--- config.mk ---
export PLATFORM = sky130hd
export DESIGN_NAME = squeeze_top
export DESIGN_NICKNAME = d
export VERILOG_FILES = /design/src/common/squeeze_pkg.sv /design/src/rtl/squeeze_top.sv /design/src/rtl/ofm_writer.sv /design/src/rtl/ifm_streamer.sv /design/src/rtl/fmap_ram_arbiter.sv /design/src/rtl/fmap_ram.sv /design/src/squeeze_layer/squeeze_layer.sv /design/src/squeeze_layer/weight_bias_rom.sv /design/src/squeeze_layer/mac_unit.sv
export SDC_FILE = /design/constraint.sdc
export NUM_CORES = 2
export LEC_CHECK = 0
export BUFFER_PORTS_ARGS = -buffer_cell sky130_fd_sc_hd__buf_2
export CAP_MARGIN = 25
export CELL_PAD_IN_SITES_DETAIL_PLACEMENT = 2
export CELL_PAD_IN_SITES_GLOBAL_PLACEMENT = 2
export CORE_MARGIN = 10
export CORE_UTILIZATION = 51
export DETAILED_ROUTE_END_ITERATION = 16
export PLACE_DENSITY_LB_ADDON = 0.1
export SLEW_MARGIN = 20
export SYNTH_ARGS = -nofsm -noshare
export SYNTH_HDL_FRONTEND = slang
export SYNTH_SLANG_ARGS = --single-unit
--- constraint.sdc ---
create_clock -name clk -period 14.53 [get_ports clk]
set_clock_uncertainty 0.1 [all_clocks]
set_input_delay 0.7265 -clock clk [delete_from_list [all_inputs] [get_ports clk]]
set_output_delay 0.7265 -clock clk [all_outputs]
set_load 0.05 [all_outputs]
--- src/common/squeeze_pkg.sv ---
package squeeze_pkg;

	//////////////////////////////////////////////////////////////////////
	// Layer sizes
	//////////////////////////////////////////////////////////////////////
	localparam int WIDTH     = 16;
	localparam int ACC_WIDTH = 2*WIDTH;
	// Q1.14 activations and weights
	localparam int FRAC_BITS = 14;
	localparam int CHIN      = 8;
	// One MAC lane per output channel
	localparam int DSP_NO    = 4;
	localparam int WOUT      = 3;
	localparam int NUM_PIX   = WOUT*WOUT;

	// Counter widths
	localparam int CH_AW     = $clog2(CHIN);
	localparam int DSP_AW    = $clog2(DSP_NO);
	localparam int PIX_AW    = $clog2(NUM_PIX+1);
	localparam int IFM_WORDS = NUM_PIX*CHIN;
	localparam int BEAT_W    = $clog2(IFM_WORDS+1);

	//////////////////////////////////////////////////////////////////////
	// Feature-map RAM layout
	//////////////////////////////////////////////////////////////////////
	localparam int RAM_DEPTH = 128;
	localparam int RAM_AW    = $clog2(RAM_DEPTH);
	// Input pixel p channel c at IFM_BASE + p*CHIN + c
	localparam int IFM_BASE  = 0;
	// Output pixel p channel k at OFM_BASE + p*DSP_NO + k
	// 36 output words must fit below RAM_DEPTH
	localparam int OFM_BASE  = 80;

	typedef logic signed [WIDTH-1:0] word_t;
	typedef logic signed [ACC_WIDTH-1:0] acc_t;
	typedef word_t [0:DSP_NO-1] ofm_vec_t;
	typedef word_t [0:DSP_NO-1] ker_vec_t;
	typedef acc_t [0:DSP_NO-1] bias_vec_t;

	typedef struct packed {
		logic              valid;
		logic              we;
		logic [RAM_AW-1:0] addr;
		logic [WIDTH-1:0]  wdata;
	} ram_req_t;

	// Largest positive activation
	localparam acc_t ACT_MAX = acc_t'(2**(WIDTH-1)-1);

	//////////////////////////////////////////////////////////////////////
	// Constant kernels and biases
	//////////////////////////////////////////////////////////////////////
	// One row per input channel, output channels 0..3 left to right
	// Lane 0 all positive so big inputs saturate, lane 2 mostly negative
	localparam ker_vec_t weight_table [CHIN] = '{
		'{ 4096,  2048, -3072,   512},
		'{ 3072, -1024, -2048,  1536},
		'{ 5120,  3072,  1024,  -768},
		'{ 2048, -2048, -4096,   256},
		'{ 4096,  1024, -1024,  2048},
		'{ 6144,   512, -2048,  -256},
		'{ 3072,  -512,   512,  1024},
		'{ 2048,  4096, -3072,   768}
	};

	// Bias in product scale, 28 fractional bits
	// Lane 1 negative so an all-zero map gives 0 there
	localparam bias_vec_t bias_table = '{
		268435456,
		-134217728,
		67108864,
		0
	};

	// ReLU, drop fraction, clip to the activation range
	function automatic word_t requant(input acc_t sum);
		acc_t shifted;
		shifted = sum >>> FRAC_BITS;
		if (sum < 0)
			return '0;
		else if (shifted > ACT_MAX)
			return ACT_MAX[WIDTH-1:0];
		else
			return shifted[WIDTH-1:0];
	endfunction

endpackage
--- src/rtl/squeeze_top.sv ---
`timescale 1ns/100ps

module squeeze_top import squeeze_pkg::*; (
	input  logic             clk,
	input  logic             rst,
	input  logic             start,
	input  ram_req_t         host_req,
	output logic             host_gnt,
	output logic [WIDTH-1:0] host_rdata,
	output logic             finish,
	input  logic             finish_ack
);

	ram_req_t         wr_req;
	ram_req_t         strm_req;
	ram_req_t         ram_req;
	logic             wr_gnt;
	logic             strm_gnt;
	logic [WIDTH-1:0] ram_rdata;
	logic             layer_en;
	logic [WIDTH-1:0] ifm;
	logic             sample;
	ofm_vec_t         ofm;
	logic             ram_feedback;

	//////////////////////////////////////////////////////////////////////
	// Shared feature-map RAM
	//////////////////////////////////////////////////////////////////////
	fmap_ram u_ram (
		.clk   (clk),
		.req   (ram_req),
		.rdata (ram_rdata)
	);

	// Read data goes to every reader
	assign host_rdata = ram_rdata;

	fmap_ram_arbiter u_arb (
		.clk      (clk),
		.rst      (rst),
		.wr_req   (wr_req),
		.host_req (host_req),
		.strm_req (strm_req),
		.wr_gnt   (wr_gnt),
		.host_gnt (host_gnt),
		.strm_gnt (strm_gnt),
		.ram_req  (ram_req)
	);

	//////////////////////////////////////////////////////////////////////
	// Datapath
	//////////////////////////////////////////////////////////////////////
	ifm_streamer u_strm (
		.clk      (clk),
		.rst      (rst),
		.start    (start),
		.gnt      (strm_gnt),
		.rdata    (ram_rdata),
		.req      (strm_req),
		.layer_en (layer_en),
		.ifm      (ifm)
	);

	squeeze_layer u_layer (
		.clk          (clk),
		.rst          (rst),
		.layer_en     (layer_en),
		.ifm          (ifm),
		.ram_feedback (ram_feedback),
		.finish_ack   (finish_ack),
		.sample       (sample),
		.ofm          (ofm),
		.finish       (finish)
	);

	ofm_writer u_wr (
		.clk          (clk),
		.rst          (rst),
		.sample       (sample),
		.ofm          (ofm),
		.gnt          (wr_gnt),
		.req          (wr_req),
		.ram_feedback (ram_feedback)
	);

endmodule

--- src/rtl/ofm_writer.sv ---
`timescale 1ns/100ps

module ofm_writer import squeeze_pkg::*; (
	input  logic     clk,
	input  logic     rst,
	input  logic     sample,
	input  ofm_vec_t ofm,
	input  logic     gnt,
	output ram_req_t req,
	output logic     ram_feedback
);

	ofm_vec_t          ofm_q;
	logic              busy;
	logic [DSP_AW-1:0] word;
	logic [PIX_AW-1:0] pix;

	// Output vector held for the store
	always_ff @(posedge clk) begin
		if (sample)
			ofm_q <= ofm;
	end

	//////////////////////////////////////////////////////////////////////
	// Store sequencer
	//////////////////////////////////////////////////////////////////////
	// Top priority, so one word per cycle after sample
	always_ff @(posedge clk) begin
		if (rst) begin
			busy         <= 1'b0;
			word         <= '0;
			pix          <= '0;
			ram_feedback <= 1'b0;
		end else begin
			ram_feedback <= 1'b0;
			if (sample) begin
				busy <= 1'b1;
				word <= '0;
			end else if (busy && gnt) begin
				word <= word + 1'b1;
				if (word == DSP_AW'(DSP_NO-1)) begin
					busy <= 1'b0;
					pix  <= pix + 1'b1;
					// Whole output map now in RAM
					if (pix == PIX_AW'(NUM_PIX-1))
						ram_feedback <= 1'b1;
				end
			end
		end
	end

	always_comb begin
		req.valid = busy;
		req.we    = 1'b1;
		req.addr  = RAM_AW'(OFM_BASE) + RAM_AW'(pix) * RAM_AW'(DSP_NO) + RAM_AW'(word);
		req.wdata = ofm_q[word];
	end

	// Pixels arrive at least CHIN beats apart
	a_no_overrun: assert property (@(posedge clk) disable iff (rst)
		sample |-> !busy);

endmodule

--- src/rtl/ifm_streamer.sv ---
`timescale 1ns/100ps

module ifm_streamer import squeeze_pkg::*; (
	input  logic             clk,
	input  logic             rst,
	input  logic             start,
	input  logic             gnt,
	input  logic [WIDTH-1:0] rdata,
	output ram_req_t         req,
	output logic             layer_en,
	output logic [WIDTH-1:0] ifm
);

	logic              running;
	logic [BEAT_W-1:0] rd_cnt;
	logic              pend;

	//////////////////////////////////////////////////////////////////////
	// Read address counter
	//////////////////////////////////////////////////////////////////////
	// Pixel-major, channel-minor order matches the map layout
	always_ff @(posedge clk) begin
		if (rst) begin
			running <= 1'b0;
			rd_cnt  <= '0;
			pend    <= 1'b0;
		end else begin
			// Granted read returns next cycle
			pend <= req.valid && gnt;
			if (start) begin
				running <= 1'b1;
				rd_cnt  <= '0;
			end else if (running && gnt) begin
				if (rd_cnt == BEAT_W'(IFM_WORDS-1))
					running <= 1'b0;
				rd_cnt <= rd_cnt + 1'b1;
			end
		end
	end

	always_comb begin
		req.valid = running;
		req.we    = 1'b0;
		req.addr  = RAM_AW'(IFM_BASE) + RAM_AW'(rd_cnt);
		req.wdata = '0;
	end

	//////////////////////////////////////////////////////////////////////
	// Beats into the layer
	//////////////////////////////////////////////////////////////////////
	// Only the cycle after our own grant carries our data
	assign layer_en = pend;
	assign ifm      = rdata;

endmodule

--- src/rtl/fmap_ram_arbiter.sv ---
`timescale 1ns/100ps

module fmap_ram_arbiter import squeeze_pkg::*; (
	input  logic     clk,
	input  logic     rst,
	input  ram_req_t wr_req,
	input  ram_req_t host_req,
	input  ram_req_t strm_req,
	output logic     wr_gnt,
	output logic     host_gnt,
	output logic     strm_gnt,
	output ram_req_t ram_req
);

	//////////////////////////////////////////////////////////////////////
	// Fixed priority
	//////////////////////////////////////////////////////////////////////
	// Writer first so a pixel store never stalls
	// Host next, streamer takes what is left
	always_comb begin
		wr_gnt   = wr_req.valid;
		host_gnt = host_req.valid && !wr_req.valid;
		strm_gnt = strm_req.valid && !wr_req.valid && !host_req.valid;
	end

	// Winner goes to the RAM
	// Idle cycle forwards the streamer slot with valid low
	always_comb begin
		if (wr_gnt)
			ram_req = wr_req;
		else if (host_gnt)
			ram_req = host_req;
		else
			ram_req = strm_req;
	end

	a_one_grant: assert property (@(posedge clk) disable iff (rst)
		$onehot0({wr_gnt, host_gnt, strm_gnt}));

	// Losing streamer keeps its read in place
	a_strm_hold: assert property (@(posedge clk) disable iff (rst)
		strm_req.valid && !strm_gnt |=> $stable(strm_req));

endmodule

--- src/rtl/fmap_ram.sv ---
`timescale 1ns/100ps

module fmap_ram import squeeze_pkg::*; (
	input  logic             clk,
	input  ram_req_t         req,
	output logic [WIDTH-1:0] rdata
);

	logic [WIDTH-1:0] mem [RAM_DEPTH];

	//////////////////////////////////////////////////////////////////////
	// Single port, write or read per cycle
	//////////////////////////////////////////////////////////////////////
	always_ff @(posedge clk) begin
		if (req.valid) begin
			if (req.we)
				mem[req.addr] <= req.wdata;
			else
				// Read data on the next cycle
				rdata <= mem[req.addr];
		end
	end

endmodule

--- src/squeeze_layer/squeeze_layer.sv ---
`timescale 1ns/100ps

module squeeze_layer import squeeze_pkg::*; (
	input  logic             clk,
	input  logic             rst,
	input  logic             layer_en,
	input  logic [WIDTH-1:0] ifm,
	input  logic             ram_feedback,
	input  logic             finish_ack,
	output logic             sample,
	output ofm_vec_t         ofm,
	output logic             finish
);

	logic             en_q;
	logic             en_qq;
	word_t            ifm_q;
	word_t            ifm_qq;
	logic [CH_AW-1:0] rom_addr;
	logic             rom_clr;
	logic             clr_pulse;
	ker_vec_t         kernels;
	ker_vec_t         kernel_q;
	bias_vec_t        bias;
	acc_t             acc [DSP_NO];
	logic [PIX_AW-1:0] pix_cnt;
	logic             layer_end;
	logic             stored;
	logic             acked;
	logic [BEAT_W-1:0] beat_cnt;

	//////////////////////////////////////////////////////////////////////
	// Input registers
	//////////////////////////////////////////////////////////////////////
	// Two stages so a beat meets its kernel column at the MACs
	always_ff @(posedge clk) begin
		if (rst) begin
			en_q  <= 1'b0;
			en_qq <= 1'b0;
		end else begin
			en_q  <= layer_en;
			en_qq <= en_q;
		end
	end

	always_ff @(posedge clk) begin
		ifm_q  <= ifm;
		ifm_qq <= ifm_q;
	end

	//////////////////////////////////////////////////////////////////////
	// Beat counter and clear pulse
	//////////////////////////////////////////////////////////////////////
	// ROM address follows the channel of the beat in stage one
	always_ff @(posedge clk) begin
		if (rst) begin
			rom_addr  <= '0;
			rom_clr   <= 1'b0;
			clr_pulse <= 1'b0;
		end else begin
			// Last channel seen, close the pixel
			rom_clr   <= en_q && (rom_addr == CH_AW'(CHIN-1));
			clr_pulse <= rom_clr;
			if (en_q) begin
				if (rom_addr == CH_AW'(CHIN-1))
					rom_addr <= '0;
				else
					rom_addr <= rom_addr + 1'b1;
			end
		end
	end

	weight_bias_rom u_rom (
		.addr    (rom_addr),
		.kernels (kernels),
		.bias    (bias)
	);

	// Kernel column lines up with ifm_qq
	always_ff @(posedge clk) begin
		kernel_q <= kernels;
	end

	//////////////////////////////////////////////////////////////////////
	// MAC array
	//////////////////////////////////////////////////////////////////////
	for (genvar i = 0; i < DSP_NO; i++) begin : g_mac
		mac_unit u_mac (
			.clk (clk),
			.rst (rst),
			.en  (en_qq),
			.clr (clr_pulse),
			.pix (ifm_qq),
			.ker (kernel_q[i]),
			.acc (acc[i])
		);
	end

	//////////////////////////////////////////////////////////////////////
	// Bias, ReLU and requantization
	//////////////////////////////////////////////////////////////////////
	// acc still holds the finished sum while clr_pulse is high
	always_ff @(posedge clk) begin
		if (clr_pulse) begin
			for (int k = 0; k < DSP_NO; k++) begin
				ofm[k] <= requant(acc[k] + bias[k]);
			end
		end
	end

	// Strobe while fresh ofm is on the outputs
	always_ff @(posedge clk) begin
		if (rst)
			sample <= 1'b0;
		else
			sample <= clr_pulse;
	end

	//////////////////////////////////////////////////////////////////////
	// Pixel timer and finish
	//////////////////////////////////////////////////////////////////////
	assign layer_end = (pix_cnt == PIX_AW'(NUM_PIX));

	always_ff @(posedge clk) begin
		if (rst) begin
			pix_cnt <= '0;
			stored  <= 1'b0;
			acked   <= 1'b0;
		end else begin
			if (clr_pulse && !layer_end)
				pix_cnt <= pix_cnt + 1'b1;
			// Writer done with the last pixel
			if (ram_feedback && layer_end)
				stored <= 1'b1;
			// Ack masks finish until the next reset
			if (finish_ack)
				acked <= 1'b1;
		end
	end

	assign finish = stored && !acked;

	// Total beats since reset, saturating
	always_ff @(posedge clk) begin
		if (rst)
			beat_cnt <= '0;
		else if (layer_en && beat_cnt != BEAT_W'(IFM_WORDS))
			beat_cnt <= beat_cnt + 1'b1;
	end

	a_beat_limit: assert property (@(posedge clk) disable iff (rst)
		layer_en |-> beat_cnt < BEAT_W'(IFM_WORDS));

	a_sample_pulse: assert property (@(posedge clk) disable iff (rst)
		sample |=> !sample);

endmodule

--- src/squeeze_layer/weight_bias_rom.sv ---
`timescale 1ns/100ps

module weight_bias_rom import squeeze_pkg::*; (
	input  logic [CH_AW-1:0] addr,
	output ker_vec_t         kernels,
	output bias_vec_t        bias
);

	//////////////////////////////////////////////////////////////////////
	// Kernel column lookup
	//////////////////////////////////////////////////////////////////////
	// One column per input channel, one word per MAC lane
	always_comb begin
		kernels = weight_table[addr];
	end

	//////////////////////////////////////////////////////////////////////
	// Bias vector
	//////////////////////////////////////////////////////////////////////
	// Same for every pixel
	always_comb begin
		bias = bias_table;
	end

endmodule

--- src/squeeze_layer/mac_unit.sv ---
`timescale 1ns/100ps

module mac_unit import squeeze_pkg::*; (
	input  logic  clk,
	input  logic  rst,
	input  logic  en,
	input  logic  clr,
	input  word_t pix,
	input  word_t ker,
	output acc_t  acc
);

	acc_t prod;

	// Full-width signed product
	assign prod = pix * ker;

	always_ff @(posedge clk) begin
		if (rst) begin
			acc <= '0;
		end else if (clr) begin
			// New pixel starts here
			// Gap beat on the boundary loads zero
			acc <= en ? prod : '0;
		end else if (en) begin
			acc <= acc + prod;
		end
	end

endmodule

==> summary.txt, run 1 <==
Yosys
  – Seq/Total Area, Yosys: 65.34%
  – Avg Inst Size Synth: 14.54 um^2
  – Yosys warnings: 0
  – Cell variety after synth: 86
  – #FFs+latches synth: 2364
  – Async SR Flop Fraction: 0%
  – Synthesized instance count: 7288
  – Post-synth EDFFs: 2192
  – Post-Syn Area: 106000 um^2
  – Post-synth top flop: edfxtp_1

Run status
  – Status: aborted with a tool error
  – Error: [ERROR DPL-0033] detailed placement checks failed during check placement.
  – Fail Step: detailed placement (3_5_place_dp)

Floorplan
  – Row count: 167
  – Height of the chip: 475.9 um
  – Chip Width: 475.9 um
  – Initial Utilization: 51.24%
  – # IOs: 47

Placement
  – Port Buf Inserts: 46
  – DP HPWL: 307300 um
  – Placer Congestion: 0.8623
[stage by stage]
| step | instance area, um^2 | hold WS, ns | setup WS (ns) |
|---|---|---|---|
| 2_1_floorplan | 106000 | 0.2096 | 7.034 |
| 3_3_place_gp | 110400 | 0.2137 | 5.896 |
[synthesized netlist by cell type, types with 11 or more instances]
master | number | area (um^2)
a211oi_1 | 23 | 172.7
a21o_1 | 54 | 405.4
a21oi_1 | 180 | 900.9
a221oi_1 | 147 | 1287
a222oi_1 | 16 | 160.2
a22o_1 | 174 | 1524
a22oi_1 | 750 | 5630
a31oi_1 | 153 | 957.2
a41oi_1 | 24 | 210.2
and2_1 | 244 | 1526
and3_1 | 14 | 87.58
buf_1 | 41 | 153.9
buf_2 | 167 | 835.8
buf_4 | 11 | 82.58
clkbuf_1 | 169 | 634.4
dfxtp_1 | 172 | 3443
edfxtp_1 | 2192 | 65820
fa_1 | 279 | 5585
ha_1 | 439 | 5493
inv_1 | 421 | 1580
mux2_2 | 13 | 146.4
mux2i_1 | 19 | 190.2
mux4_2 | 17 | 382.9
nand2_1 | 337 | 1265
nand2b_1 | 28 | 175.2
nand3_1 | 35 | 175.2
nand4_1 | 58 | 362.9
nor2_1 | 374 | 1404
nor2b_1 | 56 | 350.3
nor3_1 | 40 | 200.2
nor4_1 | 31 | 193.9
o211ai_1 | 13 | 97.59
o21a_1 | 70 | 525.5
o21ai_0 | 157 | 785.8
o21bai_1 | 21 | 157.7
xnor2_1 | 115 | 1007
xor2_1 | 60 | 525.5
[cells by family after synthesis]
family / synth area share [%]
compound gates: 13.00
xor+xnor: 1.446
fa+ha+maj: 10.46
buf+inv: 3.169
flops: 65.34
mux: 0.7425
other cells: 0.003538
simple gates: 5.838
==> run 2: changes to the inputs <==
CELL_PAD_IN_SITES_DETAIL_PLACEMENT = not set   (was 2)
CELL_PAD_IN_SITES_GLOBAL_PLACEMENT = not set   (was 2)
CORE_UTILIZATION = 40   (was 51)
PLACE_DENSITY_LB_ADDON = 0.15   (was 0.1)
==> run 2 against run 1 <==
The flow now finishes without violations. Synthesized area unchanged. Synthesized cell count did not move.
==> summary.txt, run 2 <==
Run status
  – Status: finished clean

Floorplan
  – Row count: 188
  – # IOs: 47
  – Initial Utilization: 40.31%
  – Height of the chip: 534.8 um
  – Chip Width: 534.8 um
  – Area of the die: 286000 um^2
  – Core ar.: 263000 um^2

Drt
  – Drt pass-1 iters: 8
  – DRC Markers: 0
  – Via count: 65210
  – Routed WL: 327100 um
  – Avg WL per Cell: 29.25 um
  – Antenna viol nets, final: 0
  – Vias/cell: 5.832
  – Initial drt markers: 7346

Power and ir drop
  – P_int: 0.01260 W
  – Switching share of total power: 29.81%
  – P_sw: 0.005352 W
  – PD cells: 150.1 nW/um^2
  – Worst VDD drop: 0.1809 mV
  – Logic pwr share: 23.5%
  – Seq pwr share: 42.0%
  – Clock Power Share: 34.5%
  – P_leak: 42.11 nW

Critical path
  – Worst path max stage delay: 0.73 ns
  – Critical path class: register to register
  – CP arrival: 8.90 ns
  – Crit. End Element: register
  – WP buf/inv: 3
  – Most used cell, CP: fa_1
  – Worst path slowest cell: dfxtp_1
  – CP Launch Type: register
  – Worst R2R End: u_layer.g_mac[2].u_mac.acc[31]$_SDFFE_PP0P_
  – Worst r2r path cells: 29
  – Launch point of the worst reg-to-reg path: u_layer.kernel_q[26]$_DFF_P_
  – Family with the most delay on the worst path: adder cells
  – Worst EP required: 15.17 ns
  – R2R Setup Slk: 6.26 ns
  – Max FO, Critical Path: 16

STA
  – Worst-margin pin slew: 1.131 ns
  – Final Cycle Share: 56.90%
  – RSZ-0062 raised after global routing: false
  – Slew Viols, Final: 0
  – Total negative slack: 0 ns
  – Worst setup margin: 6.262 ns
  – Period minus WS final: 8.268 ns
  – Fmax: 0.1209 GHz
  – Endpoints failing hold: 0
  – Setup violations, final: 0
  – Rel. slew slack: 24.27%

Clock network
  – Postcts setup bufs: 0
  – CTS tree: built
  – Clock buffer depth: 3
  – Clock latency on the worst-skew pair: 0.90 ns
  – # clock sinks: 2364
  – CTS buffer count: 238
  – H-tree depth: 4
  – Clock transition at path regs: 0.06 ns
  – Root Buffer: clkbuf_16

Yosys
  – Avg Inst Size Synth: 14.54 um^2
  – Top cells by count, synth: edfxtp_1, a22oi_1, ha_1, inv_1, nor2_1
  – Post-synthesis adder-cell area fraction: 10.46%
  – Synth Area in Compound Gates: 13.00%
  – Seq/Total Area, Yosys: 65.34%
  – Post-synthesis mux area share: 0.7424%
  – Yosys warnings: 0
  – Post-Syn Area: 106000 um^2
  – #FFs+latches synth: 2364
  – Synthesized instance count: 7288
  – Post-synth EDFFs: 2192
  – Dominant combinational cell family by area after synthesis: compound AO/OA/AOI/OAI gates
  – Cell variety after synth: 86
  – Area share of the largest cell type after synthesis: 62.10%
  – Cell accounting for the most synthesized area: edfxtp_1
  – Synth Area in Simple Gates: 5.838%
  – Most common cell in the netlist: edfxtp_1
  – Async SR Flop Fraction: 0%
  – Post-synth top flop: edfxtp_1
  – Xor/xnor share of the synthesized area: 1.446%
  – Top post-synthesis cells by area: edfxtp_1, a22oi_1, fa_1

Cells and area
  – Commonest non-fill, non-tap cell in the layout: edfxtp_1
  – Max FFs per register: 2048
  – Layout cells sized above 1: 10.76%
  – Top flop regs: u_ram.mem (2048), u_layer.g_mac.u_mac.acc (92)
  – Reg with most FFs: u_ram.mem
  – Fillcell total: 23250
  – Nets: 8190
  – Design Area, Final: 119600 um^2
  – Commonest cells after routing, fill and taps aside: edfxtp_1, a22oi_1, ha_1, inv_1, nand2_1
  – Synthesis-to-finish area growth: 12.82%

GRT
  – Overall global routing resource usage: 22.18%
  – Largest net degree at the start of global routing: 97
  – Vias in the first global route: 63910
  – Antenna violations before repair: 29
  – Global-route wire length before repair: 469100 um
  – Gr ovfl total: 0

Placement
  – Placer Congestion: 0.8181
  – Placed cell area: 111500 um^2
  – Port Buf Inserts: 46
  – DP HPWL: 203100 um
  – Pre-CTS setup slack: 5.898 ns

Worst hold path
  – Hold Path Sink: u_strm.running$_SDFFE_PP0P_
  – Hold Path Origin: start
  – HP Class: primary input to register
  – Min-Delay Path Depth: 3

Run
  – Max_cap viols: 0
## run 2: worst max path at each step
| stage | from | to | slack, ns | cells after the start |
|---|---|---|---|---|
| after CTS | u_layer.kernel_q[31]$_DFF_P_ | u_layer.g_mac[2].u_mac.acc[31]$_SDFFE_PP0P_ | 5.84 | 29 |
| final | u_layer.kernel_q[26]$_DFF_P_ | u_layer.g_mac[2].u_mac.acc[31]$_SDFFE_PP0P_ | 6.26 | 29 |
| after global placement | u_layer.kernel_q[31]$_DFF_P_ | u_layer.g_mac[2].u_mac.acc[31]$_SDFFE_PP0P_ | 5.80 | 29 |
| after floorplan | u_layer.kernel_q[31]$_DFF_P_ | u_layer.g_mac[2].u_mac.acc[31]$_SDFFE_PP0P_ | 7.03 | 30 |
| after global routing | u_layer.ifm_qq[8]$_DFF_P_ | u_layer.g_mac[2].u_mac.acc[31]$_SDFFE_PP0P_ | 5.68 | 27 |
| after detailed placement | u_layer.kernel_q[31]$_DFF_P_ | u_layer.g_mac[2].u_mac.acc[31]$_SDFFE_PP0P_ | 5.90 | 29 |
## run 2: power groups by stage
stage | logic, W | clock network [W] | registers, W
global placement | 0.00421 | 0 | 0.00768
finish | 0.00422 | 0.00619 | 0.00754
floorplan | 0.00305 | 0 | 0.00767
detailed placement | 0.00424 | 0 | 0.00768
global route | 0.00477 | 0.00656 | 0.00754
CTS | 0.00427 | 0.00628 | 0.00754
## run 2: repair_timing
action                    CTS  global route
hold buffers                1             0
resized for setup           0             0
hold endpoints to repair    1             0
## run 2: worst reg2reg max path, delay by kind of cell (launching register included)
kind | cells | cell delay (ns)
buffers and inverters | 3 | 0.15
muxes | 1 | 0.51
xor gates and xnor gates | 1 | 0.23
and+or+nand+nor | 4 | 0.81
AOI/OAI and AO/OA | 12 | 2.21
adders and majority gates | 8 | 3.40
DFF | 1 | 0.73
## run 2: routing by layer
layer / routed length [um] / GRT usage (%) / vias to the layer above
li1: - / - / 28350
met1: 144500 / 32.30 / 33890
met2: 147300 / 33.93 / 2552
met3: 25610 / 4.210 / 416
met4: 9616 / 6.270 / 6
met5: 34 / 0 / -
## run 2: kinds of logic after synthesis
group | Yosys count
xor+xnor | 175
simple gates | 1272
buf+inv | 816
mux | 53
fa+ha+maj | 719
other cells | 1
flops | 2364
compound gates | 1888
## run 2: layout make-up
type / instances / area [um^2] / share of cell area [%]
tap: 3515 / 4398 / 3.677
sequential: 2364 / 69280 / 57.93
timing repair buffer: 308 / 2512 / 2.101
clock inverter: 145 / 1617 / 1.352
antenna: 19 / 47.55 / 0.03976
multi-input combinational: 4110 / 33920 / 28.36
inverter: 421 / 1580 / 1.321
clock buffer: 299 / 6245 / 5.222
## run 2: through the flow
| step | std cells | total power [W] | utilization [%] | hold WS [ns] |
|---|---|---|---|---|
| after CTS | 11150 | 0.01809 | 45.39 | 0.02246 |
| after global routing | 11170 | 0.01886 | 45.46 | 0.06084 |
| after global placement | 10680 | 0.01189 | 42.23 | 0.2106 |
| final | 11180 | 0.01795 | 45.48 | 0.1105 |
| after floorplan | 7290 | 0.01072 | - | 0.2096 |
| after detailed placement | 10710 | 0.01192 | 42.40 | 0.2121 |
No activity file was read; power rests on OpenSTA's default activity.
